==> config.mk <==
export PLATFORM = sky130hd
export DESIGN_NAME = console_tx
export DESIGN_NICKNAME = d
export VERILOG_FILES = /design/src/fdc_pkg.sv /design/src/console_tx.sv
export VERILOG_INCLUDE_DIRS = /design/src /design/src/src
export SDC_FILE = /design/constraint.sdc
export NUM_CORES = 1
export LEC_CHECK = 0
export ABC_AREA = 1
export BUFFER_PORTS_ARGS = -buffer_cell sky130_fd_sc_hd__buf_2
export CORE_UTILIZATION = 36
export CTS_BUF_LIST = sky130_fd_sc_hd__clkbuf_4 sky130_fd_sc_hd__clkbuf_8 sky130_fd_sc_hd__clkbuf_16
export CTS_CLUSTER_DIAMETER = 200
export DETAILED_ROUTE_END_ITERATION = 8
export GPL_TIMING_DRIVEN = 0
export HOLD_SLACK_MARGIN = 0.12
export PLACE_DENSITY_LB_ADDON = 0.12
export SYNTH_ARGS = -nofsm -noshare
export SYNTH_HDL_FRONTEND = slang
export SYNTH_SLANG_ARGS = --single-unit
==> constraint.sdc <==
create_clock -name clk -period 1.1 [get_ports clk]
set_input_delay 0.055 -clock clk [delete_from_list [all_inputs] [get_ports clk]]
set_output_delay 0.055 -clock clk [all_outputs]
set_load 0.05 [all_outputs]
==> src/fdc_params.svh <==
`ifndef FDC_PARAMS_SVH
`define FDC_PARAMS_SVH

//////////////////////////////
// cpu bus
//////////////////////////////

`define FDC_ADDR_W        16        // byte address
`define FDC_DATA_W        16        // word data, two byte lanes

//////////////////////////////
// address map
//////////////////////////////

// i/o page $ff00..$ffff, port offset in the low byte
`define FDC_IO_BASE_HI    8'hFF

// sector buffer window $d000..$dfff, only 1 KB decoded
`define FDC_BUF_PAGE      4'hD
`define FDC_BUF_AW        10        // byte address into the buffer

//////////////////////////////
// sound player
//////////////////////////////

// tick every 512 clocks for the fast rate
// slow rate uses one more divider bit
`define FDC_WAV_DIV_LOG2  9

//////////////////////////////
// rom loader
//////////////////////////////

`define FDC_ROM_PAGE_W    6         // upper loader address bits

`endif
==> src/fdc_pkg.sv <==
`default_nettype none

package fdc_pkg;

    // region hit by a cpu access
    typedef enum logic [1:0]
    {
        REG_NONE,                   // nothing mapped here
        REG_BUF,                    // sector buffer window
        REG_IO                      // i/o page
    } region_e;

    // port offsets in the i/o page
    typedef enum logic [7:0]
    {
        PORT_TXD      = 8'd4,       // console byte, write only
        PORT_CTL      = 8'd6,       // uart busy in bit 0
        PORT_OSD_CMD  = 8'd22,      // {romhold, f11, f12, hold}
        PORT_ROM_PAGE = 8'd24,      // loader address 21:16
        PORT_ROM_ADDR = 8'd26,      // loader address 15:0, word port
        PORT_ROM_DATA = 8'd28,      // loader byte, makes the write pulse
        PORT_WAVCTL   = 8'd30       // sound control
    } io_port_e;

    // sound sample fetch
    typedef enum logic [1:0]
    {
        WRD_IDLE,                   // nothing pending
        WRD_REQ,                    // waiting for a free bus
        WRD_CAPTURE                 // buffer byte valid this cycle
    } wav_rd_e;

    // console transmit sequencer
    typedef enum logic [1:0]
    {
        CON_ARM,                    // byte latched, wait for idle uart
        CON_SENT,                   // send high until busy
        CON_DRAIN,                  // wait for busy to drop
        CON_IDLE
    } con_state_e;

endpackage

`default_nettype wire

==> src/console_tx.sv <==
`default_nettype none

`include "fdc_params.svh"

module console_tx import fdc_pkg::*;
(
    input  logic                   clk,
    input  logic                   reset_n,
    input  logic                   i_txd_wr,
    input  logic [`FDC_DATA_W-1:0] i_cpu_wdata,
    input  logic                   i_uart_busy,
    output logic                   o_uart_send,
    output logic [7:0]             o_uart_data
);

    con_state_e state;

    // byte latch, only meaningful while sending
    always_ff @(posedge clk)
    begin
        if (i_txd_wr)
            o_uart_data <= i_cpu_wdata[7:0];
    end

    //////////////////////////////
    // send / busy handshake
    //////////////////////////////

    always_ff @(posedge clk)
    begin
        if (!reset_n)
        begin
            state       <= CON_IDLE;
            o_uart_send <= 1'b0;
        end
        else if (i_txd_wr)
            state <= CON_ARM;                   // new byte, start over
        else
        begin
            case (state)
                CON_ARM:
                    if (!i_uart_busy)
                    begin
                        o_uart_send <= 1'b1;
                        state       <= CON_SENT;
                    end
                CON_SENT:
                    if (i_uart_busy)
                    begin
                        o_uart_send <= 1'b0;    // uart took it
                        state       <= CON_DRAIN;
                    end
                CON_DRAIN:
                    if (!i_uart_busy)
                        state <= CON_IDLE;      // shifted out
                default: ;
            endcase
        end
    end

endmodule

`default_nettype wire

==> impl_metrics.yaml, run 1 <==
floorplan:
  die_h_um: 38.5
  core_um2: 1170
  die_w_um: 38.5
  start_util_pct: 41.0
  die_area_um2: 1480
  row_count: 12
  pin_count: 29
cts:
  clock_latency_ns: 0.27
  path_clk_slew_ns: 0.07
  cts.sinks: 11
  numCtsBuffers: 3
  h-tree-depth: 1
  ctsRootBufferMaster: "clkbuf_4"
  clk_path_buf_depth: 2
  cts_tree: "yes"
yosys:
  synth_nets: 69
  yosysWarningCount: 0
  synth_cell_types: 13
  avgSynthCellArea_um2: 10.4
  synthesis.area_um2: 480
  ys_seq_area_share_pct: 62.5
  synth.area.top_cells: "edfxtp_1 (50%), dfxtp_1 (13%), ha_1 (7.8%)"
  ys_ff_latch: 11
  synth_top_area_share_pct: 50.0
  netlist_instances: 46
  yosys.area.top_type: "edfxtp_1"
power_and_ir_drop:
  p_int_mw: 0.878
  swShare_pct: 35.1
  pwr-share-seq_pct: 40.7
  irDropWorstVdd_mv: 0.979
  p_total_mw: 1.35
  p_clk_share_pct: 22.5
  power_per_cell_area_nw_per_um2: 1690
  p_comb_share_pct: 36.8
  p_sw_mw: 0.474
  p_leak_nw: 0.357
drt:
  via_count: 413
  wire_per_inst_um: 10.2
  routed_wl_um: 971
  drc: 0
  drt_iter0_drc: 5
  dr.pass1.iters: 4
  via_per_inst: 4.35
  postRouteAntennaNets: 0
timing:
  final_hold_viol_count: 0
  timing.hold.ws_ns: 0.180
  setup-tns-final_ns: -0.0172
  rsz0062_at_grt: "yes"
  fin_crit_sh_pct: 101
  setup_ws_ns: -0.0134
  relSlewSlack_pct: 80.5
  finalClockSkew_ns: 0.00125
  period_needed_ns: 1.11
  tightest_slew_ns: 0.293
  max_freq_mhz: 898
  setup_violations: 2
  slew_violations: 0
layout:
  nFillCells: 94
  final_common_cell: "buf_2"
  multiInputGateArea_um2: 213
  post-route-util_pct: 68.4
  final_area_um2: 801
  layout_common_cells: "buf_2 (20), dlygate4sd3_1 (9), nand2_1 (8), edfxtp_1 (8), nand3_1 (5)"
  nets: 105
  diodes: 0
  area_growth_pct: 66.7
  seq_area_um2: 308
  drive_above_1_share_pct: 51.9
  finalNonFillerCells: 95
critical_path:
  critPathMaxFanout: 4
  required_ns: 1.26
  r2r_slack_ns: -0.01
  reg2reg_to: "state[0]$_SDFFE_PN1P_"
  r2r_start: "state[1]$_SDFFE_PN1P_"
  arrival_ns: 1.27
  start_kind: "register"
  reg2reg_depth: 7
  path_class: "register to register"
  cp-end-kind: "register"
min_path:
  holdCritPathClass: "input port to register"
  min_path_cells: 1
  whs_endpoint: "o_uart_data[0]$_DFFE_PP_"
  min_from: "i_txd_wr"
placement:
  dp_hpwl_um: 644
  port_buffers: 20
  dp.cells: 80
  place_congestion: 0.691
  placed_cell_area_um2: 603
  place_ws_ns: -0.108
status:
  status: "complete, but fails checks"
  violations: "setup timing"
global_route:
  grt_use_total_pct: 16.0
  grt_max_degree: 14
  grt-ovfl-total: 0
  grt_pass1_wl_um: 1520
  grt_pass1_vias: 379
  antenna_found_initial: 0
run:
  cap_viol_max_count: 0
## power by group through the flow
stage / clock [mW] / sequential [mW] / combinational [mW]
finish: 0.305 / 0.550 / 0.497
global route: 0.321 / 0.557 / 0.548
CTS: 0.314 / 0.552 / 0.480
detailed placement: 0 / 0.533 / 0.363
global placement: 0 / 0.533 / 0.359
floorplan: 0 / 0.635 / 0.169
## cells by family (layout without fill, tap and decap cells)
group | Yosys count | count (layout) | synth area share, %
and+or+nand+nor | 23 | 23 | 21.9
DFF | 11 | 11 | 62.5
buffers and inverters | 6 | 41 | 4.69
adders and majority gates | 3 | 3 | 7.81
AOI/OAI and AO/OA | 3 | 3 | 3.12
## final cells by class
cell class | count | area share (%)
inverters | 6 | 3.44
multi-input cells | 29 | 26.6
flip-flops and latches | 11 | 38.4
well taps | 14 | 2.19
repair buffers | 31 | 25.6
clock buffers | 4 | 3.75
## state kept, by name, indices dropped and copies added, names as in the netlist
signal       flops
o_uart_data      8
state            2
o_uart_send      1
## critical path: stages, from the launching register on
cell	delay (ns)
dfxtp_4	0.37
inv_4	0.07
ha_4	0.17
nor2_4	0.04
nand2_1	0.08
nand2_2	0.06
o21ai_0	0.14
nand3_1	0.08
## synth_stat cells
cell type and count:
and2_1 1, edfxtp_1 8, inv_1 4, nand3_1 6, ha_1 3, inv_2 2, dfxtp_1 3, nand3_2 1
o21ai_1 1, o21ai_0 2, nor2_1 5, nand2_2 1, nand2_1 9
## worst max-delay path by stage
stage | from | end | slack [ns] | cells past startpoint
after floorplan | state[1]$_SDFFE_PN1P_ | state[1]$_SDFFE_PN1P_ | 0.0002 | 8
after global placement | state[1]$_SDFFE_PN1P_ | state[0]$_SDFFE_PN1P_ | -0.12 | 8
after detailed placement | state[1]$_SDFFE_PN1P_ | state[1]$_SDFFE_PN1P_ | -0.11 | 8
after CTS | state[1]$_SDFFE_PN1P_ | state[1]$_SDFFE_PN1P_ | -0.04 | 8
after global routing | state[1]$_SDFFE_PN1P_ | state[0]$_SDFFE_PN1P_ | -0.09 | 7
final | state[1]$_SDFFE_PN1P_ | state[0]$_SDFFE_PN1P_ | -0.01 | 7
## what timing repair did
action,4_1_cts,5_1_grt
gates cloned,0,0
pin swaps,4,6
endpoints found under the setup margin,3,2
buffers inserted,2,0
hold buffers,9,0
hold endpoints to repair,11,0
gates resized for setup,15,4
## layer usage
metal  track usage, %  wire length, µm  vias to the layer above
met5                0                0                        -
met4             10.3               21                        0
met3             4.07               66                        2
met2             26.7              468                       16
met1             17.8              415                      174
li1                 -                -                      221
No activity file was read; power rests on OpenSTA's default activity.
==> run 2, diff against run 1 <==
==> constraint.sdc (replaced) <==
create_clock -name clk -period 1.1 [get_ports clk]
set_input_delay 0.22 -clock clk [delete_from_list [all_inputs] [get_ports clk]]
set_output_delay 0.22 -clock clk [all_outputs]
set_load 0.05 [all_outputs]
==> run 2 against run 1 <==
The flow still finishes with violations (setup timing). Non-clock buffer count is 3 lower. Routed wire length is 2.0% higher. Clock skew is 0.0020 ns higher. Clock-buffer cell count stayed put. Power is 0.23% higher. Combinational power is 1% higher. Sequential power hardly changed. Critical path depth is 1 higher. Via count is 0.48% higher. Design area is 2.5% lower. Critical path type unchanged. Largest power group unchanged.
==> impl_metrics.yaml, run 2 (same netlist as run 1, synthesis figures left out) <==
placement:
  dp.cells: 80
  place_ws_ns: -0.108
  placed_cell_area_um2: 603
  port_buffers: 20
  dp_hpwl_um: 644
  place_congestion: 0.691
critical_path:
  start_kind: "register"
  cp.depth: 8
  arrival_ns: 1.28
  crit_slowest_cell: "dfxtp_4"
  crit_chain: "inv_4, ha_4, nor2_1, nand2_1, nand2_2, inv_2, nand3_2, nand3_1"
  worst-path-buf-inv: 2
  r2r_slack_ns: -0.03
  reg2reg_to: "state[1]$_SDFFE_PN1P_"
  path_class: "register to register"
  cp-end-kind: "register"
  r2r_start: "state[0]$_SDFFE_PN1P_"
  critPathMaxFanout: 3
  max_stage_delay_ns: 0.38
  reg2reg_depth: 8
  crit_family: "flip-flops"
  required_ns: 1.25
cts:
  cts_tree: "yes"
  clock_latency_ns: 0.27
  path_clk_slew_ns: 0.07
  clk_path_buf_depth: 2
  ctsRootBufferMaster: "clkbuf_4"
  h-tree-depth: 1
  numCtsBuffers: 3
  cts.sinks: 11
timing:
  relSlewSlack_pct: 80.5
  setup_violations: 2
  finalClockSkew_ns: 0.00323
  setup_ws_ns: -0.0261
  slew_violations: 0
  rsz0062_at_grt: "yes"
  period_needed_ns: 1.13
  tightest_slew_ns: 0.293
  timing.hold.ws_ns: 0.121
  fin_crit_sh_pct: 102
  final_hold_viol_count: 0
  max_freq_mhz: 888
floorplan:
  core_um2: 1170
  die_h_um: 38.5
  die_w_um: 38.5
  die_area_um2: 1480
  pin_count: 29
  start_util_pct: 41.0
  row_count: 12
drt:
  dr.pass1.iters: 4
  postRouteAntennaNets: 0
  via_per_inst: 4.51
  wire_per_inst_um: 10.8
  routed_wl_um: 990
  via_count: 415
  drt_iter0_drc: 4
  drc: 0
layout:
  largest_register_ffs: 8
  diodes: 0
  final_area_um2: 781
  drive_above_1_share_pct: 53.8
  seq_area_um2: 308
  multiInputGateArea_um2: 215
  nets: 102
  final_common_cell: "buf_2"
  layout_common_cells: "buf_2 (17), nand2_1 (8), edfxtp_1 (8)"
  nFillCells: 100
  top_register: "o_uart_data"
  largestRegisters: "o_uart_data (8), state (2), o_uart_send (1)"
  area_growth_pct: 62.5
  finalNonFillerCells: 92
  post-route-util_pct: 66.7
status:
  status: "complete, but fails checks"
  violations: "setup timing"
power_and_ir_drop:
  power_per_cell_area_nw_per_um2: 1740
  p_int_mw: 0.876
  irDropWorstVdd_mv: 0.985
  p_leak_nw: 0.346
  p_sw_mw: 0.480
  p_comb_share_pct: 37.0
  swShare_pct: 35.4
  p_clk_share_pct: 22.2
  pwr-share-seq_pct: 40.8
min_path:
  min_path_cells: 1
  min_from: "i_cpu_wdata[2]"
  whs_endpoint: "o_uart_data[2]$_DFFE_PP_"
  holdCritPathClass: "input port to register"
global_route:
  grt-ovfl-total: 0
  grt_use_total_pct: 15.1
  grt_pass1_wl_um: 1430
  grt_pass1_vias: 362
  grt_max_degree: 14
  antenna_found_initial: 0
run:
  cap_viol_max_count: 0
==> run 2: repair_timing <==
item / in CTS / in global routing
pin swaps: 4 / 2
hold buffers: 6 / 0
setup endpoints to repair: 3 / 6
setup buffers: 2 / 0
gates resized for setup: 15 / 9
endpoints found under the hold margin: 6 / 0
==> run 2: area by class of cell <==
cell class / instances / area share (%)
well taps: 14 / 2.24
flip-flops and latches: 11 / 39.4
repair buffers: 28 / 23.4
clock buffers: 4 / 3.85
inverters: 6 / 3.53
multi-input cells: 29 / 27.6
==> run 2: layer usage <==
layer	vias to the layer above	global-route usage [%]	share of wire (%)
met5	-	0	0
met4	0	10.3	2.1
met3	2	3.49	6.6
met2	16	26.7	51
met1	180	15.5	40
li1	217	-	-
==> run 2: stage by stage <==
stage	TNS, ns	total power [mW]
2_1_floorplan	0	0.804
3_3_place_gp	-0.293	0.893
3_5_place_dp	-0.266	0.896
4_1_cts	-0.0682	1.34
5_1_grt	-0.188	1.42
6_report	-0.0498	1.36
==> run 2: worst register-to-register path, delay by kind of cell (launching register included) <==
| family | cells | cell delay, ns |
|---|---|---|
| flip-flops | 1 | 0.38 |
| AND/OR/NAND/NOR | 5 | 0.37 |
| adder cells (fa/ha/maj) | 1 | 0.16 |
| buffers and inverters | 2 | 0.10 |
==> run 2: power groups by stage <==
stage | Combinational (mW) | Sequential [mW] | Clock (mW)
6_report | 0.502 | 0.553 | 0.301
5_1_grt | 0.546 | 0.558 | 0.320
4_1_cts | 0.472 | 0.552 | 0.314
3_3_place_gp | 0.359 | 0.533 | 0
2_1_floorplan | 0.169 | 0.635 | 0
3_5_place_dp | 0.363 | 0.533 | 0
==> run 2: worst max path at each step <==
| stage | from | endpoint | slack [ns] |
|---|---|---|---|
| global route | state[0]$_SDFFE_PN1P_ | state[0]$_SDFFE_PN1P_ | -0.1 |
| detailed placement | state[1]$_SDFFE_PN1P_ | state[1]$_SDFFE_PN1P_ | -0.11 |
| CTS | state[1]$_SDFFE_PN1P_ | state[1]$_SDFFE_PN1P_ | -0.04 |
| floorplan | state[1]$_SDFFE_PN1P_ | state[1]$_SDFFE_PN1P_ | 0.0002 |
| global placement | state[1]$_SDFFE_PN1P_ | state[0]$_SDFFE_PN1P_ | -0.12 |
| finish | state[0]$_SDFFE_PN1P_ | state[1]$_SDFFE_PN1P_ | -0.03 |
==> run 3, diff against run 2 <==
ABC_AREA = 0   (was 1)
==> run 3 against run 2 <==
The run still ends with setup timing left. Synthesized cell count decreased by 26%. Final cell count decreased by 14%. Global-route usage increased by 3.6 points. Routed wire length increased by 18%. Combinational power increased by 35%. Synthesized area increased by 2.9%. Largest cell class unchanged. Largest power group is now combinational cells.
==> impl_metrics.yaml, run 3 <==
min_path:
  holdCritPathClass: "input port to register"
layout:
  largestRegisters: "o_uart_data (8), state (2), o_uart_send (1)"
  diodes: 0
  final_common_cell: "buf_2"
  seq_area_um2: 309
  finalNonFillerCells: 79
  drive_above_1_share_pct: 69.2
  nFillCells: 82
  area_growth_pct: 70.1
  top_register: "o_uart_data"
  nets: 89
  largest_register_ffs: 8
  layout_common_cells: "buf_2 (15), edfxtp_1 (8), buf_4 (6)"
  multiInputGateArea_um2: 279
yosys:
  ys_seq_area_share_pct: 60.8
  synth_cell_types: 19
  yosys.area.top_type: "edfxtp_1"
  synth_nets: 57
  synth.area.top_cells: "edfxtp_1 (49%), dfxtp_1 (12%), ha_1 (7.6%)"
  yosysWarningCount: 0
  ys_ff_latch: 11
  synthArstFlopShare_pct: 0
  synth_edf_count: 8
  synthTopCellsByCount: "edfxtp_1 (8), inv_1 (4), dfxtp_1 (3), ha_1 (3), nor2_1 (2)"
  yosysMostFrequentCell: "edfxtp_1"
  synth_top_area_share_pct: 48.6
  synth_ff_type: "edfxtp_1"
  netlist_instances: 34
  synthesis.area_um2: 494
  avgSynthCellArea_um2: 14.5
cts:
  cts_tree: "yes"
  clock_latency_ns: 0.26
  path_clk_slew_ns: 0.06
  cts.sinks: 11
  clk_path_buf_depth: 2
  h-tree-depth: 1
  ctsRootBufferMaster: "clkbuf_4"
  numCtsBuffers: 3
global_route:
  antenna_found_initial: 0
  grt_max_degree: 14
  grt-ovfl-total: 0
  grt_pass1_vias: 410
  grt_pass1_wl_um: 1790
  grt_use_total_pct: 18.8
floorplan:
  die_area_um2: 1520
  die_h_um: 39.1
  row_count: 12
  pin_count: 29
  start_util_pct: 41.7
  core_um2: 1190
  die_w_um: 39.1
timing:
  setup_ws_ns: -0.205
  max_freq_mhz: 766
  setup_violations: 3
  period_needed_ns: 1.31
  relSlewSlack_pct: 79.8
  slew_violations: 0
  finalClockSkew_ns: 0.00732
  tightest_slew_ns: 0.303
  fin_crit_sh_pct: 119
  rsz0062_at_grt: "yes"
  setup-tns-final_ns: -0.351
  final_hold_viol_count: 0
drt:
  postRouteAntennaNets: 0
  wire_per_inst_um: 14.8
  via_count: 403
  routed_wl_um: 1170
  drc: 0
  dr.pass1.iters: 3
  via_per_inst: 5.10
  drt_iter0_drc: 8
critical_path:
  max_stage_delay_ns: 0.38
  r2r_slack_ns: -0.21
  r2r_start: "state[1]$_SDFFE_PN1P_"
  cp-end-kind: "register"
  worst-path-buf-inv: 1
  critPathMaxFanout: 3
  reg2reg_to: "state[1]$_SDFFE_PN1P_"
  crit_slowest_cell: "dfxtp_4"
  crit_chain: "inv_4, ha_4, o22a_1, a2111oi_4, a211oi_2"
  path_class: "register to register"
  worstSetupStartpoint: "state[1]$_SDFFE_PN1P_"
  arrival_ns: 1.44
  crit_family: "compound AO/OA/AOI/OAI gates"
  reg2reg_depth: 5
  start_kind: "register"
  cp.depth: 5
  crit_end: "state[1]$_SDFFE_PN1P_"
  required_ns: 1.24
power_and_ir_drop:
  p_total_mw: 1.53
  p_leak_nw: 0.333
  power_per_cell_area_nw_per_um2: 1820
  irDropWorstVdd_mv: 1.09
placement:
  port_buffers: 20
  dp_hpwl_um: 733
  place_congestion: 0.709
  dp.cells: 68
  place_ws_ns: -0.294
run:
  cap_viol_max_count: 0
status:
  status: "complete, but fails checks"
  violations: "setup timing"
run 3: cell types whose count changed after synthesis, sizes merged, moves of 2 or more:
cell / delta
inv: -2
nand3: -7
nor2: -3
nand2: -10
o21ai: -2
a211oi: +2
run 3: kinds of logic after synthesis:
family,synth area share [%]
adders and majority gates,7.60
AOI/OAI and AO/OA,22.0
and+or+nand+nor,6.58
buffers and inverters,3.04
DFF,60.8
run 3: where the power goes:
part           total, mW  internal (mW)  leakage (nW)  switching, mW
clock              0.288          0.165        0.0184          0.123
combinational      0.680          0.310         0.210          0.370
sequential         0.560          0.509         0.104         0.0506
run 3: timing repair:
item	CTS	global route
hold endpoints to repair	1	3
setup endpoints to repair	3	8
resized for setup	12	17
pin swaps	2	4
hold buffers	1	3
buffers inserted	2	1
run 3: worst min-delay path by stage:
stage,start,to,slack [ns],cells past startpoint
after CTS,i_cpu_wdata[4],o_uart_data[4]$_DFFE_PP_,0.12,1
after floorplan,reset_n,state[0]$_SDFFE_PN1P_,0.30,1
final,i_cpu_wdata[4],o_uart_data[4]$_DFFE_PP_,0.13,1
after detailed placement,i_cpu_wdata[4],o_uart_data[4]$_DFFE_PP_,0.40,1
after global placement,i_cpu_wdata[0],o_uart_data[0]$_DFFE_PP_,0.40,1
after global routing,i_cpu_wdata[1],o_uart_data[1]$_DFFE_PP_,0.12,1
run 3: per-layer routing:
layer  track usage [%]  share of wire (%)  vias up
met5                 0                  0        -
met1              17.7                 40      191
met4              8.62                  0        0
met3              8.67                5.1        0
met2              33.8                 55       15
li1                  -                  -      197
run 3: area by class of cell:
class	count	area share, %
Sequential cell	11	36.8
Inverter	4	2.68
Clock buffer	4	3.57
Timing Repair Buffer	27	21.7
Tap cell	14	2.08
Multi-Input combinational cell	19	33.2
run 3: through the flow:
stage               hold slack (ns)  instance area, µm²  utilization, %
floorplan                     0.298                 518               -
global route                  0.120                 841            70.9
global placement              0.397                 636            53.6
detailed placement            0.399                 636            53.6
finish                        0.133                 841            70.9
CTS                           0.124                 749            63.2
