`config.mk`:
```
export PLATFORM = sky130hd
export DESIGN_NAME = wav_player
export DESIGN_NICKNAME = d
export VERILOG_FILES = /design/src/fdc_pkg.sv /design/src/wav_player.sv
export VERILOG_INCLUDE_DIRS = /design/src /design/src/src
export SDC_FILE = /design/constraint.sdc
export NUM_CORES = 1
export LEC_CHECK = 0
export ABC_AREA = 1
export BUFFER_PORTS_ARGS = -buffer_cell sky130_fd_sc_hd__buf_4
export CAP_MARGIN = 5
export CORE_MARGIN = 2
export CORE_UTILIZATION = 35
export CTS_CLUSTER_DIAMETER = 60
export DETAILED_ROUTE_END_ITERATION = 16
export GPL_ROUTABILITY_DRIVEN = 0
export MAX_ROUTING_LAYER = met4
export SLEW_MARGIN = 20
export SYNTH_ARGS = -nofsm -noshare
export SYNTH_HDL_FRONTEND = slang
export SYNTH_SLANG_ARGS = --single-unit
```
`constraint.sdc`:
```
create_clock -name clk -period 2.15 [get_ports clk]
set_input_delay 0.645 -clock clk [delete_from_list [all_inputs] [get_ports clk]]
set_output_delay 0.645 -clock clk [all_outputs]
set_load 0.005 [all_outputs]
```
`src/fdc_params.svh`:
```
`ifndef FDC_PARAMS_SVH
`define FDC_PARAMS_SVH

//////////////////////////////
// cpu bus
//////////////////////////////

`define FDC_ADDR_W        16        // byte address
`define FDC_DATA_W        16        // word data, two byte lanes

//////////////////////////////
// address map
//////////////////////////////

// i/o page $ff00..$ffff, port offset in the low byte
`define FDC_IO_BASE_HI    8'hFF

// sector buffer window $d000..$dfff, only 1 KB decoded
`define FDC_BUF_PAGE      4'hD
`define FDC_BUF_AW        10        // byte address into the buffer

//////////////////////////////
// sound player
//////////////////////////////

// tick every 512 clocks for the fast rate
// slow rate uses one more divider bit
`define FDC_WAV_DIV_LOG2  9

//////////////////////////////
// rom loader
//////////////////////////////

`define FDC_ROM_PAGE_W    6         // upper loader address bits

`endif
```
`src/fdc_pkg.sv`:
```
`default_nettype none

package fdc_pkg;

    // region hit by a cpu access
    typedef enum logic [1:0]
    {
        REG_NONE,                   // nothing mapped here
        REG_BUF,                    // sector buffer window
        REG_IO                      // i/o page
    } region_e;

    // port offsets in the i/o page
    typedef enum logic [7:0]
    {
        PORT_TXD      = 8'd4,       // console byte, write only
        PORT_CTL      = 8'd6,       // uart busy in bit 0
        PORT_OSD_CMD  = 8'd22,      // {romhold, f11, f12, hold}
        PORT_ROM_PAGE = 8'd24,      // loader address 21:16
        PORT_ROM_ADDR = 8'd26,      // loader address 15:0, word port
        PORT_ROM_DATA = 8'd28,      // loader byte, makes the write pulse
        PORT_WAVCTL   = 8'd30       // sound control
    } io_port_e;

    // sound sample fetch
    typedef enum logic [1:0]
    {
        WRD_IDLE,                   // nothing pending
        WRD_REQ,                    // waiting for a free bus
        WRD_CAPTURE                 // buffer byte valid this cycle
    } wav_rd_e;

    // console transmit sequencer
    typedef enum logic [1:0]
    {
        CON_ARM,                    // byte latched, wait for idle uart
        CON_SENT,                   // send high until busy
        CON_DRAIN,                  // wait for busy to drop
        CON_IDLE
    } con_state_e;

endpackage

`default_nettype wire

```
`src/wav_player.sv`:
```
`default_nettype none

`include "fdc_params.svh"

module wav_player import fdc_pkg::*;
(
    input  logic                   clk,
    input  logic                   reset_n,
    input  logic                   i_wavctl_wr,
    input  logic [`FDC_DATA_W-1:0] i_cpu_wdata,
    input  logic                   i_bus_free,
    input  logic [7:0]             i_buf_byte,
    output logic                   o_wav_rd,
    output logic [`FDC_BUF_AW-1:0] o_wav_addr,
    output logic [1:0]             o_wav_ctl,
    output logic [7:0]             o_wav_sample
);

    logic [`FDC_WAV_DIV_LOG2:0]   div_q;            // one extra bit for the slow rate
    logic [2:0]                   ctl_q;            // {rate, half, enable}
    logic [`FDC_BUF_AW-2:0]       pos_q;            // position inside a half
    logic [`FDC_BUF_AW-2:0]       pos_next;
    logic                         tick;
    logic                         tick_fast;
    logic                         tick_slow;
    wav_rd_e                      rd_state;

    //////////////////////////////
    // rate divider
    //////////////////////////////

    always_ff @(posedge clk)
    begin
        if (!reset_n)
            div_q <= '0;
        else
            div_q <= div_q + 1'b1;      // free running
    end

    assign tick_fast = &div_q[`FDC_WAV_DIV_LOG2-1:0];
    assign tick_slow = &div_q;
    assign tick      = ctl_q[2] ? tick_slow : tick_fast;    // rate bit set -> 24 kHz

    assign pos_next = pos_q + 1'b1;

    //////////////////////////////
    // position, half and fetch
    //////////////////////////////

    always_ff @(posedge clk)
    begin
        if (!reset_n)
        begin
            ctl_q        <= '0;
            pos_q        <= '0;
            rd_state     <= WRD_IDLE;
            o_wav_sample <= '0;
        end
        else
        begin
            if (tick && ctl_q[0])
            begin
                pos_q    <= pos_next;
                rd_state <= WRD_REQ;            // new tick restarts any fetch
                if (pos_next == '0)
                    ctl_q[1] <= ~ctl_q[1];      // swap ping-pong half
            end
            else
            begin
                case (rd_state)
                    WRD_REQ:
                        if (i_bus_free)
                            rd_state <= WRD_CAPTURE;
                    WRD_CAPTURE:
                    begin
                        o_wav_sample <= i_buf_byte;     // byte read last cycle
                        rd_state     <= WRD_IDLE;
                    end
                    default: ;
                endcase
            end

            // start / stop, also rewinds
            if (i_wavctl_wr)
            begin
                ctl_q <= i_cpu_wdata[2:0];
                pos_q <= '0;
            end
        end
    end

    assign o_wav_rd   = (rd_state == WRD_REQ) & i_bus_free;
    assign o_wav_addr = {ctl_q[1], pos_q};
    assign o_wav_ctl  = ctl_q[1:0];             // half, enable for readback

endmodule

`default_nettype wire

```
==> results of run 1 <==
worst register-to-register path, cell delays in order, from the launching register on:
cell     delay, ps
dfxtp_1        380
ha_1           200
nand2_2         80
nor2_4          90
inv_1           40
nor3_1         120
ha_1           170
nor2_1          50
nor2_2         200
buf_4          170
nand2_2        170
nand3_1        130
a21oi_1         70
routing by layer:
layer	track usage [%]	vias to the layer above	share of wire [%]
met5	-	-	0
met4	5.769	0	1.4
met3	6.061	5	5.2
met2	20.32	34	43
met1	17.96	630	50
li1	-	767	-
worst paths after layout:
kind / to / cells past startpoint / startpoint
max: o_wav_sample[1] / 12 / div_q[0]
min: div_q[9] / 2 / div_q[9]
max reg2reg: o_wav_sample[1] / 12 / div_q[0]
min reg2reg: div_q[9] / 2 / div_q[9]
power by group:
group,total [µW],internal (µW),switching (µW)
combinational,91.0,44.8,46.1
sequential,616,605,11.1
clock,574,343,232
synthesized netlist by cell type (3+ instances only):
| cell | n |
|---|---|
| o21ai_0 | 14 |
| dfxtp_1 | 32 |
| buf_4 | 3 |
| nand4_1 | 3 |
| inv_1 | 23 |
| ha_1 | 4 |
| nand3_1 | 19 |
| nor2_4 | 3 |
| a21oi_1 | 21 |
| nand2_1 | 38 |
| nor2_1 | 29 |
| nand2_2 | 7 |
layout make-up:
cell class | count | area (µm²)
fillers | 441 | 2096
multi-input cells | 150 | 759.5
flip-flops and latches | 32 | 640.6
repair buffers | 43 | 322.8
inverters | 25 | 93.84
clock buffers | 5 | 68.82
well taps | 50 | 62.56
clock inverters | 3 | 42.54
flip-flops by register name, summed over array words and instances, names as in the netlist:
signal,cells
o_wav_sample,8
pos_q,9
rd_state,2
div_q,10
ctl_q,3
cells by family after synthesis:
kind of cell | after synthesis
AND/OR/NAND/NOR | 103
AO/OA/AOI/OAI | 37
buffers and inverters | 32
flip-flops | 32
XOR/XNOR | 4
adder cells (fa/ha/maj) | 4
repair_timing:
item / CTS / global route
hold buffers: 0 / 0
setup buffers: 0 / 4
endpoints found under the setup margin: 0 / 13
gates resized for setup: 0 / 1
per-stage QoR:
stage          util (%)  setup WS [ps]
2_1_floorplan         -          362.4
3_3_place_gp      44.89          169.3
3_5_place_dp      44.89          134.7
4_1_cts           47.61          122.5
5_1_grt           48.71         -49.94
6_report          48.71          162.7
==> impl_metrics.env, run 1 <==
export IMPL_outcome="completed"
export IMPL_avgSynthCellArea_um2=7.165
export IMPL_pin_count=49
export IMPL_r2r_setup_slack_ps=160
export IMPL_total_power_uw=1281
export IMPL_drc_errors=0
export IMPL_synth_edf_count=0
export IMPL_clk_pin_slew_worst_paths_ps=70
export IMPL_slew_headroom_pct=75.03
export IMPL_path_buf_inv=2
export IMPL_ys_seq_elements=32
export IMPL_mostFrequentLayoutCell="buf_4"
export IMPL_fp_row_count=23
export IMPL_fp_dieW_um=69.88
export IMPL_fmax_ghz=0.5032
export IMPL_cts_root_buf="clkbuf_8"
export IMPL_htree_num_levels=2
export IMPL_cts_sinks=32
export IMPL_n_antenna_cell=0
export IMPL_synthDistinctLibCells=22
export IMPL_fin_tns_setup_ps=0
export IMPL_power_density_nw_per_um2=643.7
export IMPL_wl_per_cell_um=11.28
export IMPL_synthSimpleGateAreaFrac_pct=30.97
export IMPL_synth_top_area_share_pct=42.17
export IMPL_routed_via_density=4.662
export IMPL_critical_path_arrival_ps=2160
export IMPL_hold_class="flip-flop to flip-flop"
export IMPL_nets=289
export IMPL_ys_seq_area_share_pct=42.17
export IMPL_path_cells="ha_1 > nand2_2 > nor2_4 > inv_1 > nor3_1 > ha_1 > nor2_1 > nor2_2 > buf_4 > nand2_2 > nand3_1 > a21oi_1"
export IMPL_cts_tree="done"
export IMPL_crit_family="simple AND/OR/NAND/NOR gates"
export IMPL_instances_no_fill=308
export IMPL_critPathLaunchType="flip-flop"
export IMPL_grt_use_total_pct=14.34
export IMPL_synth_xor_area_share_pct=2.306
export IMPL_final_cell_mix="buf_4, nand2_1, dfxtp_1"
export IMPL_cap_violations=0
export IMPL_netlist_area_um2=1519
export IMPL_drt_iter0_drc=92
export IMPL_hpwl_um=2309
export IMPL_yosys_area_top_type="dfxtp_1"
export IMPL_die_h_um=69.88
export IMPL_die_area_um2=4883
export IMPL_place_area_um2=1834
export IMPL_fin_crit_ps=1987
export IMPL_ant_nets=0
export IMPL_ys_warn_count=0
export IMPL_grt_pass1_wl_um=5388
export IMPL_whs_ps=452.1
export IMPL_cp_slowest_cell="dfxtp_1"
export IMPL_hold_viol_final=0
export IMPL_io_buffers=35
export IMPL_finalInstanceArea_um2=1991
export IMPL_skew_ps=7.308
export IMPL_num_vias=1436
export IMPL_numCtsBuffers=5
export IMPL_irDropWorstVdd_mv=0.3040
export IMPL_wl_um=3475
export IMPL_muxShareOfSynthArea_pct=0
export IMPL_final_layout_size_suffix_gt1_share_pct=26.36
export IMPL_placedCellCount=294
export IMPL_power_leakage_uw=0.0008510
export IMPL_setup_violations=0
export IMPL_firstDrtPassIters=4
export IMPL_synthCells=212
export IMPL_netlist_top_cells_area="dfxtp_1, nand2_1, nor2_1, a21oi_1, nand3_1"
export IMPL_grt_max_degree=24
export IMPL_antenna_found_initial=0
export IMPL_critPathMaxFanout=11
export IMPL_worst_slew_pin_slew_ps=373.2
export IMPL_layout_worst_path_cycle_share_pct=92.43
export IMPL_synth_ff_type="dfxtp_1"
export IMPL_core_um2=4086
export IMPL_path_class="flip-flop to flip-flop"
export IMPL_synth_adder_area_share_pct=3.295
export IMPL_clock_latency_ps=280
export IMPL_synth_compound_area_share_pct=12.44
export IMPL_end_kind="flip-flop"
export IMPL_cp_slowest_stage_delay_ps=380
export IMPL_synth_top_family_by_area="simple AND/OR/NAND/NOR gates"
export IMPL_overflow=0
export IMPL_async_flop_share_pct=0
export IMPL_start_util_pct=37.17
export IMPL_first_global_vias=1229
export IMPL_areaGrowthSynthToFinish_pct=31.05
export IMPL_clockBufferDepth=2
export IMPL_slew_violations=0
export IMPL_worst_endpoint_required_ps=2320
export IMPL_synth_fp_nets=244
Note: power is estimated with default switching activity, not from simulation.
==> run 2: changes to the inputs <==
- CORE_UTILIZATION: 35 -> 50
- PLACE_DENSITY: not set -> 0.79
==> impl_metrics.env, run 2 (synthesized netlist as in run 1, its figures left out) <==
export IMPL_outcome="completed"
export IMPL_critPathMaxFanout=6
export IMPL_grt_pass1_wl_um=5388
export IMPL_worst_slew_pin_slew_ps=491.3
export IMPL_num_vias=1451
export IMPL_path_class="flip-flop to flip-flop"
export IMPL_critPathLaunchType="flip-flop"
export IMPL_worst_endpoint_required_ps=2390
export IMPL_cts_sinks=32
export IMPL_slew_headroom_pct=67.12
export IMPL_io_buffers=35
export IMPL_grt_setup_unrepaired="no"
export IMPL_hold_class="flip-flop to flip-flop"
export IMPL_path_buf_inv=2
export IMPL_cts_root_buf="clkbuf_4"
export IMPL_irDropWorstVdd_mv=0.4120
export IMPL_htree_num_levels=2
export IMPL_firstDrtPassIters=6
export IMPL_grt_max_degree=24
export IMPL_power_leakage_uw=0.0008158
export IMPL_die_h_um=59.12
export IMPL_wl_per_cell_um=11.90
export IMPL_fmax_ghz=0.5219
export IMPL_skew_ps=3.777
export IMPL_start_util_pct=53.69
export IMPL_place_area_um2=1795
export IMPL_finalInstanceArea_um2=1898
export IMPL_grt_use_total_pct=21.35
export IMPL_crit_family="simple AND/OR/NAND/NOR gates"
export IMPL_reg_top3="div_q: 10 flops, pos_q: 9 flops, o_wav_sample: 8 flops"
export IMPL_numCtsBuffers=5
export IMPL_cap_violations=0
export IMPL_cp_slowest_stage_delay_ps=360
export IMPL_die_area_um2=3495
export IMPL_cts_tree="done"
export IMPL_slew_violations=0
export IMPL_setup_violations=0
export IMPL_drt_iter0_drc=42
export IMPL_n_antenna_cell=0
export IMPL_routed_via_density=5.091
export IMPL_pin_count=49
export IMPL_path_cells="ha_1 > nand2_2 > nor2_4 > inv_1 > nor3_2 > ha_1 > nor2_1 > nor2_2 > buf_4 > nand2_2 > o21ai_0 > a21oi_1"
export IMPL_layout_worst_path_cycle_share_pct=89.11
export IMPL_power_density_nw_per_um2=541.3
export IMPL_first_global_vias=1301
export IMPL_fp_row_count=19
export IMPL_ant_nets=0
export IMPL_nFillCells=280
export IMPL_fin_crit_ps=1916
export IMPL_fp_dieW_um=59.12
export IMPL_clockBufferDepth=2
export IMPL_end_kind="flip-flop"
export IMPL_hold_viol_final=0
export IMPL_wl_um=3391
export IMPL_overflow=0
export IMPL_mostFrequentLayoutCell="buf_4"
export IMPL_post_route_util_pct=67.09
export IMPL_final_cell_mix="buf_4, nand2_1, dfxtp_1"
export IMPL_final_layout_size_suffix_gt1_share_pct=25.59
export IMPL_largest_register="div_q"
export IMPL_critical_path_arrival_ps=2150
export IMPL_antenna_found_initial=0
export IMPL_largest_reg_flops=10
export IMPL_areaGrowthSynthToFinish_pct=24.96
export IMPL_core_um2=2829
export IMPL_clk_pin_slew_worst_paths_ps=90
export IMPL_hpwl_um=2212
export IMPL_nets=286
export IMPL_ctsHoldBuffers=0
export IMPL_cp_slowest_cell="dfxtp_1"
export IMPL_drc_errors=0
export IMPL_fin_tns_setup_ps=0
export IMPL_clock_latency_ps=340
==> run 2: where the power goes <==
part	leakage (µW)	internal, µW	switching (µW)	total, µW
Combinational	0.000528	43.4	46.6	90.1
Sequential	0.000259	605	11.2	616
Clock	0.0000281	120	201	321
==> run 2: metal layers <==
layer | GRT usage [%] | vias to the layer above | share of wire [%]
li1 | - | 759 | -
met1 | 24.52 | 645 | 46
met2 | 33.02 | 37 | 46
met3 | 7.860 | 10 | 5.3
met4 | 10.06 | 0 | 2.2
met5 | - | - | 0
==> run 2: final timing paths <==
| path | from | to | slack (ps) | cells after the start |
|---|---|---|---|---|
| max | div_q[1] | pos_q[5] | 230 | 12 |
| max reg2reg | div_q[1] | pos_q[5] | 230 | 12 |
| min | div_q[0] | div_q[0] | 450 | 1 |
| min reg2reg | div_q[0] | div_q[0] | 450 | 1 |
==> run 2: metrics by stage <==
step / power [µW] / worst slack, ps / std cells / hold slack (ps)
finish: 1027 / 234.1 / 285 / 450.7
global route: 1069 / 1.304 / 285 / 460.6
CTS: 1026 / 87.49 / 280 / 458.0
detailed placement: 711.4 / 115.8 / 273 / 442.9
global placement: 709.0 / 155.4 / 273 / 433.3
floorplan: 673.5 / 362.4 / 212 / 424.0
==> run 2: repair_timing <==
item                                    4_1_cts  5_1_grt
resized for setup                             0        6
setup buffers                                 0        3
endpoints found under the setup margin        0       19
==> run 2: cell type report <==
| cell class | instances | area (µm²) | area share (%) |
|---|---|---|---|
| clock buffers | 6 | 41.29 | 2.175 |
| clock inverters | 1 | 5.005 | 0.2637 |
| well taps | 31 | 38.79 | 2.044 |
| flip-flops and latches | 32 | 641.9 | 33.82 |
| inverters | 25 | 96.34 | 5.076 |
| repair buffers | 40 | 300.3 | 15.82 |
| multi-input cells | 150 | 774.5 | 40.80 |
==> run 2: worst register-to-register path, delay by kind of cell (launching register included) <==
| family | cells | cell delay (ps) |
|---|---|---|
| DFF | 1 | 360 |
| AOI/OAI and AO/OA | 2 | 230 |
| adders and majority gates | 2 | 350 |
| buffers and inverters | 2 | 220 |
| and+or+nand+nor | 6 | 650 |
==> run 3: changes to the inputs <==
- clock period: 2.15 -> 2.1 ns (I/O delays scaled with it)
==> impl_metrics.env, run 3 (synthesized netlist as in run 1, its figures left out) <==
export IMPL_critical_path_arrival_ps=2110
export IMPL_fmax_ghz=0.5311
export IMPL_cap_violations=0
export IMPL_antenna_found_initial=0
export IMPL_whs_ps=442.8
export IMPL_nets=285
export IMPL_cts_tree="done"
export IMPL_fin_crit_ps=1883
export IMPL_setup_violations=0
export IMPL_start_util_pct=53.69
export IMPL_path_cells="ha_1 > nand2_2 > nor2_4 > inv_1 > nor3_1 > ha_1 > nor2_1 > nor2_2 > buf_4 > nand2_2 > nand3_1 > a21oi_1"
export IMPL_cp_slowest_cell="dfxtp_1"
export IMPL_power_density_nw_per_um2=620.9
export IMPL_io_buffers=35
export IMPL_die_h_um=59.12
export IMPL_reg_top3="div_q: 10 flops, pos_q: 9 flops, o_wav_sample: 8 flops"
export IMPL_slew_headroom_pct=83.37
export IMPL_outcome="completed"
export IMPL_irDropWorstVdd_mv=0.4973
export IMPL_path_class="flip-flop to flip-flop"
export IMPL_fin_tns_setup_ps=0
export IMPL_clockBufferDepth=2
export IMPL_skew_ps=9.667
export IMPL_cp_endpoint="o_wav_sample[6]"
export IMPL_mostFrequentLayoutCell="buf_4"
export IMPL_holdCritStartpoint="div_q[0]"
export IMPL_hold_viol_final=0
export IMPL_worst_endpoint_required_ps=2330
export IMPL_wl_um=3187
export IMPL_drt_iter0_drc=65
export IMPL_hold_class="flip-flop to flip-flop"
export IMPL_path_buf_inv=2
export IMPL_clk_pin_slew_worst_paths_ps=100
export IMPL_grt_setup_unrepaired="no"
export IMPL_layout_worst_path_cycle_share_pct=89.65
export IMPL_numCtsBuffers=5
export IMPL_cp_depth=12
export IMPL_end_kind="flip-flop"
export IMPL_largest_register="div_q"
export IMPL_firstDrtPassIters=4
export IMPL_overflow=0
export IMPL_final_cell_mix="buf_4, nand2_1, dfxtp_1"
export IMPL_grt_pass1_wl_um=5237
export IMPL_ant_nets=0
export IMPL_switching_share_pct=22.81
export IMPL_clockPowerShare_pct=39.2
export IMPL_first_global_vias=1293
export IMPL_fp_row_count=19
export IMPL_slew_violations=0
export IMPL_grt_max_degree=24
export IMPL_cts_root_buf="clkbuf_4"
export IMPL_wl_per_cell_um=11.18
export IMPL_grt_use_total_pct=20.42
export IMPL_num_vias=1475
export IMPL_rr_worst_depth=12
export IMPL_placedCellCount=275
export IMPL_die_area_um2=3495
export IMPL_drc_errors=0
export IMPL_ctsHoldBuffers=0
export IMPL_switching_power_uw=269.7
export IMPL_hpwl_um=2243
export IMPL_largest_reg_flops=10
export IMPL_clock_latency_ps=340
export IMPL_final_layout_size_suffix_gt1_share_pct=25.20
export IMPL_cts_sinks=32
export IMPL_crit_family="simple AND/OR/NAND/NOR gates"
export IMPL_setup_slack_ps=217.3
export IMPL_areaGrowthSynthToFinish_pct=25.37
export IMPL_startpoint="div_q[1]"
export IMPL_instances_no_fill=285
export IMPL_seqPwrFrac_pct=53.3
export IMPL_worst_slew_pin_slew_ps=248.6
export IMPL_critPathMaxFanout=11
export IMPL_n_antenna_cell=0
export IMPL_htree_num_levels=2
export IMPL_routed_via_density=5.175
export IMPL_critPathLaunchType="flip-flop"
export IMPL_power_frac_comb_pct=7.5
export IMPL_core_um2=2829
export IMPL_place_ws_ps=116.8
export IMPL_r2r_setup_slack_ps=220
export IMPL_reg2reg_to="o_wav_sample[6]"
export IMPL_pin_count=49
export IMPL_fp_dieW_um=59.12
export IMPL_r2r_start="div_q[1]"
export IMPL_cp_slowest_stage_delay_ps=360
export IMPL_p_int_uw=912.7
export IMPL_power_leakage_uw=0.0008244
run 3: cell count changes in the layout (fill, tap and decap cells not counted):
cell | previous run | this run
inv_4 | 1 | 0
nand2_2 | 7 | 8
nor3_2 | 1 | 0
nand2_4 | 3 | 1
nor3_1 | 1 | 2
bufinv_16 | 0 | 1
inv_2 | 1 | 2
run 3: worst min path at each step:
stage	end	slack, ps	depth (start not counted)
finish	div_q[0]	440	1
CTS	div_q[9]	460	2
detailed placement	div_q[9]	440	2
floorplan	div_q[9]	420	2
global placement	div_q[9]	430	2
global route	div_q[0]	460	1
run 3: worst register-to-register path: cells and delay by family (launching register included):
| kind | cells | cell delay (ps) |
|---|---|---|
| compound gates | 1 | 60 |
| flops | 1 | 360 |
| fa+ha+maj | 2 | 350 |
| simple gates | 7 | 790 |
| buf+inv | 2 | 190 |
run 3: area by class of cell:
class / instances / area (µm²)
clock inverters: 2 / 35.03
well taps: 31 / 38.79
clock buffers: 6 / 41.29
inverters: 25 / 93.84
multi-input cells: 149 / 753.2
flip-flops and latches: 32 / 641.9
fillers: 260 / 924.6
repair buffers: 40 / 300.3
run 3: stage by stage:
| stage | cell area [µm²] | utilization [%] | total power (µW) |
|---|---|---|---|
| after floorplan | 1519 | - | 689.6 |
| after global placement | 1810 | 64.00 | 727.5 |
| after detailed placement | 1810 | 64.00 | 729.5 |
| after CTS | 1887 | 66.70 | 1189 |
| after global routing | 1904 | 67.32 | 1229 |
| final | 1904 | 67.32 | 1182 |
run 3: repair_timing:
action,4_1_cts,5_1_grt
resized for setup,0,2
buffers inserted,0,1
setup endpoints to repair,0,15
run 3: power by group through the flow:
stage | clock network (µW) | registers, µW | logic (µW)
4_1_cts | 473 | 631 | 85.5
5_1_grt | 496 | 632 | 100
6_report | 463 | 631 | 88.3
2_1_floorplan | 0 | 643 | 46.9
3_3_place_gp | 0 | 644 | 83.5
3_5_place_dp | 0 | 644 | 85.1
run 3: per-layer routing:
layer	track usage (%)	vias up	wire length, µm
met2	31.43	42	1424
met3	6.550	10	199
li1	-	763	-
met4	7.792	0	85
met5	-	-	0
met1	24.97	660	1478
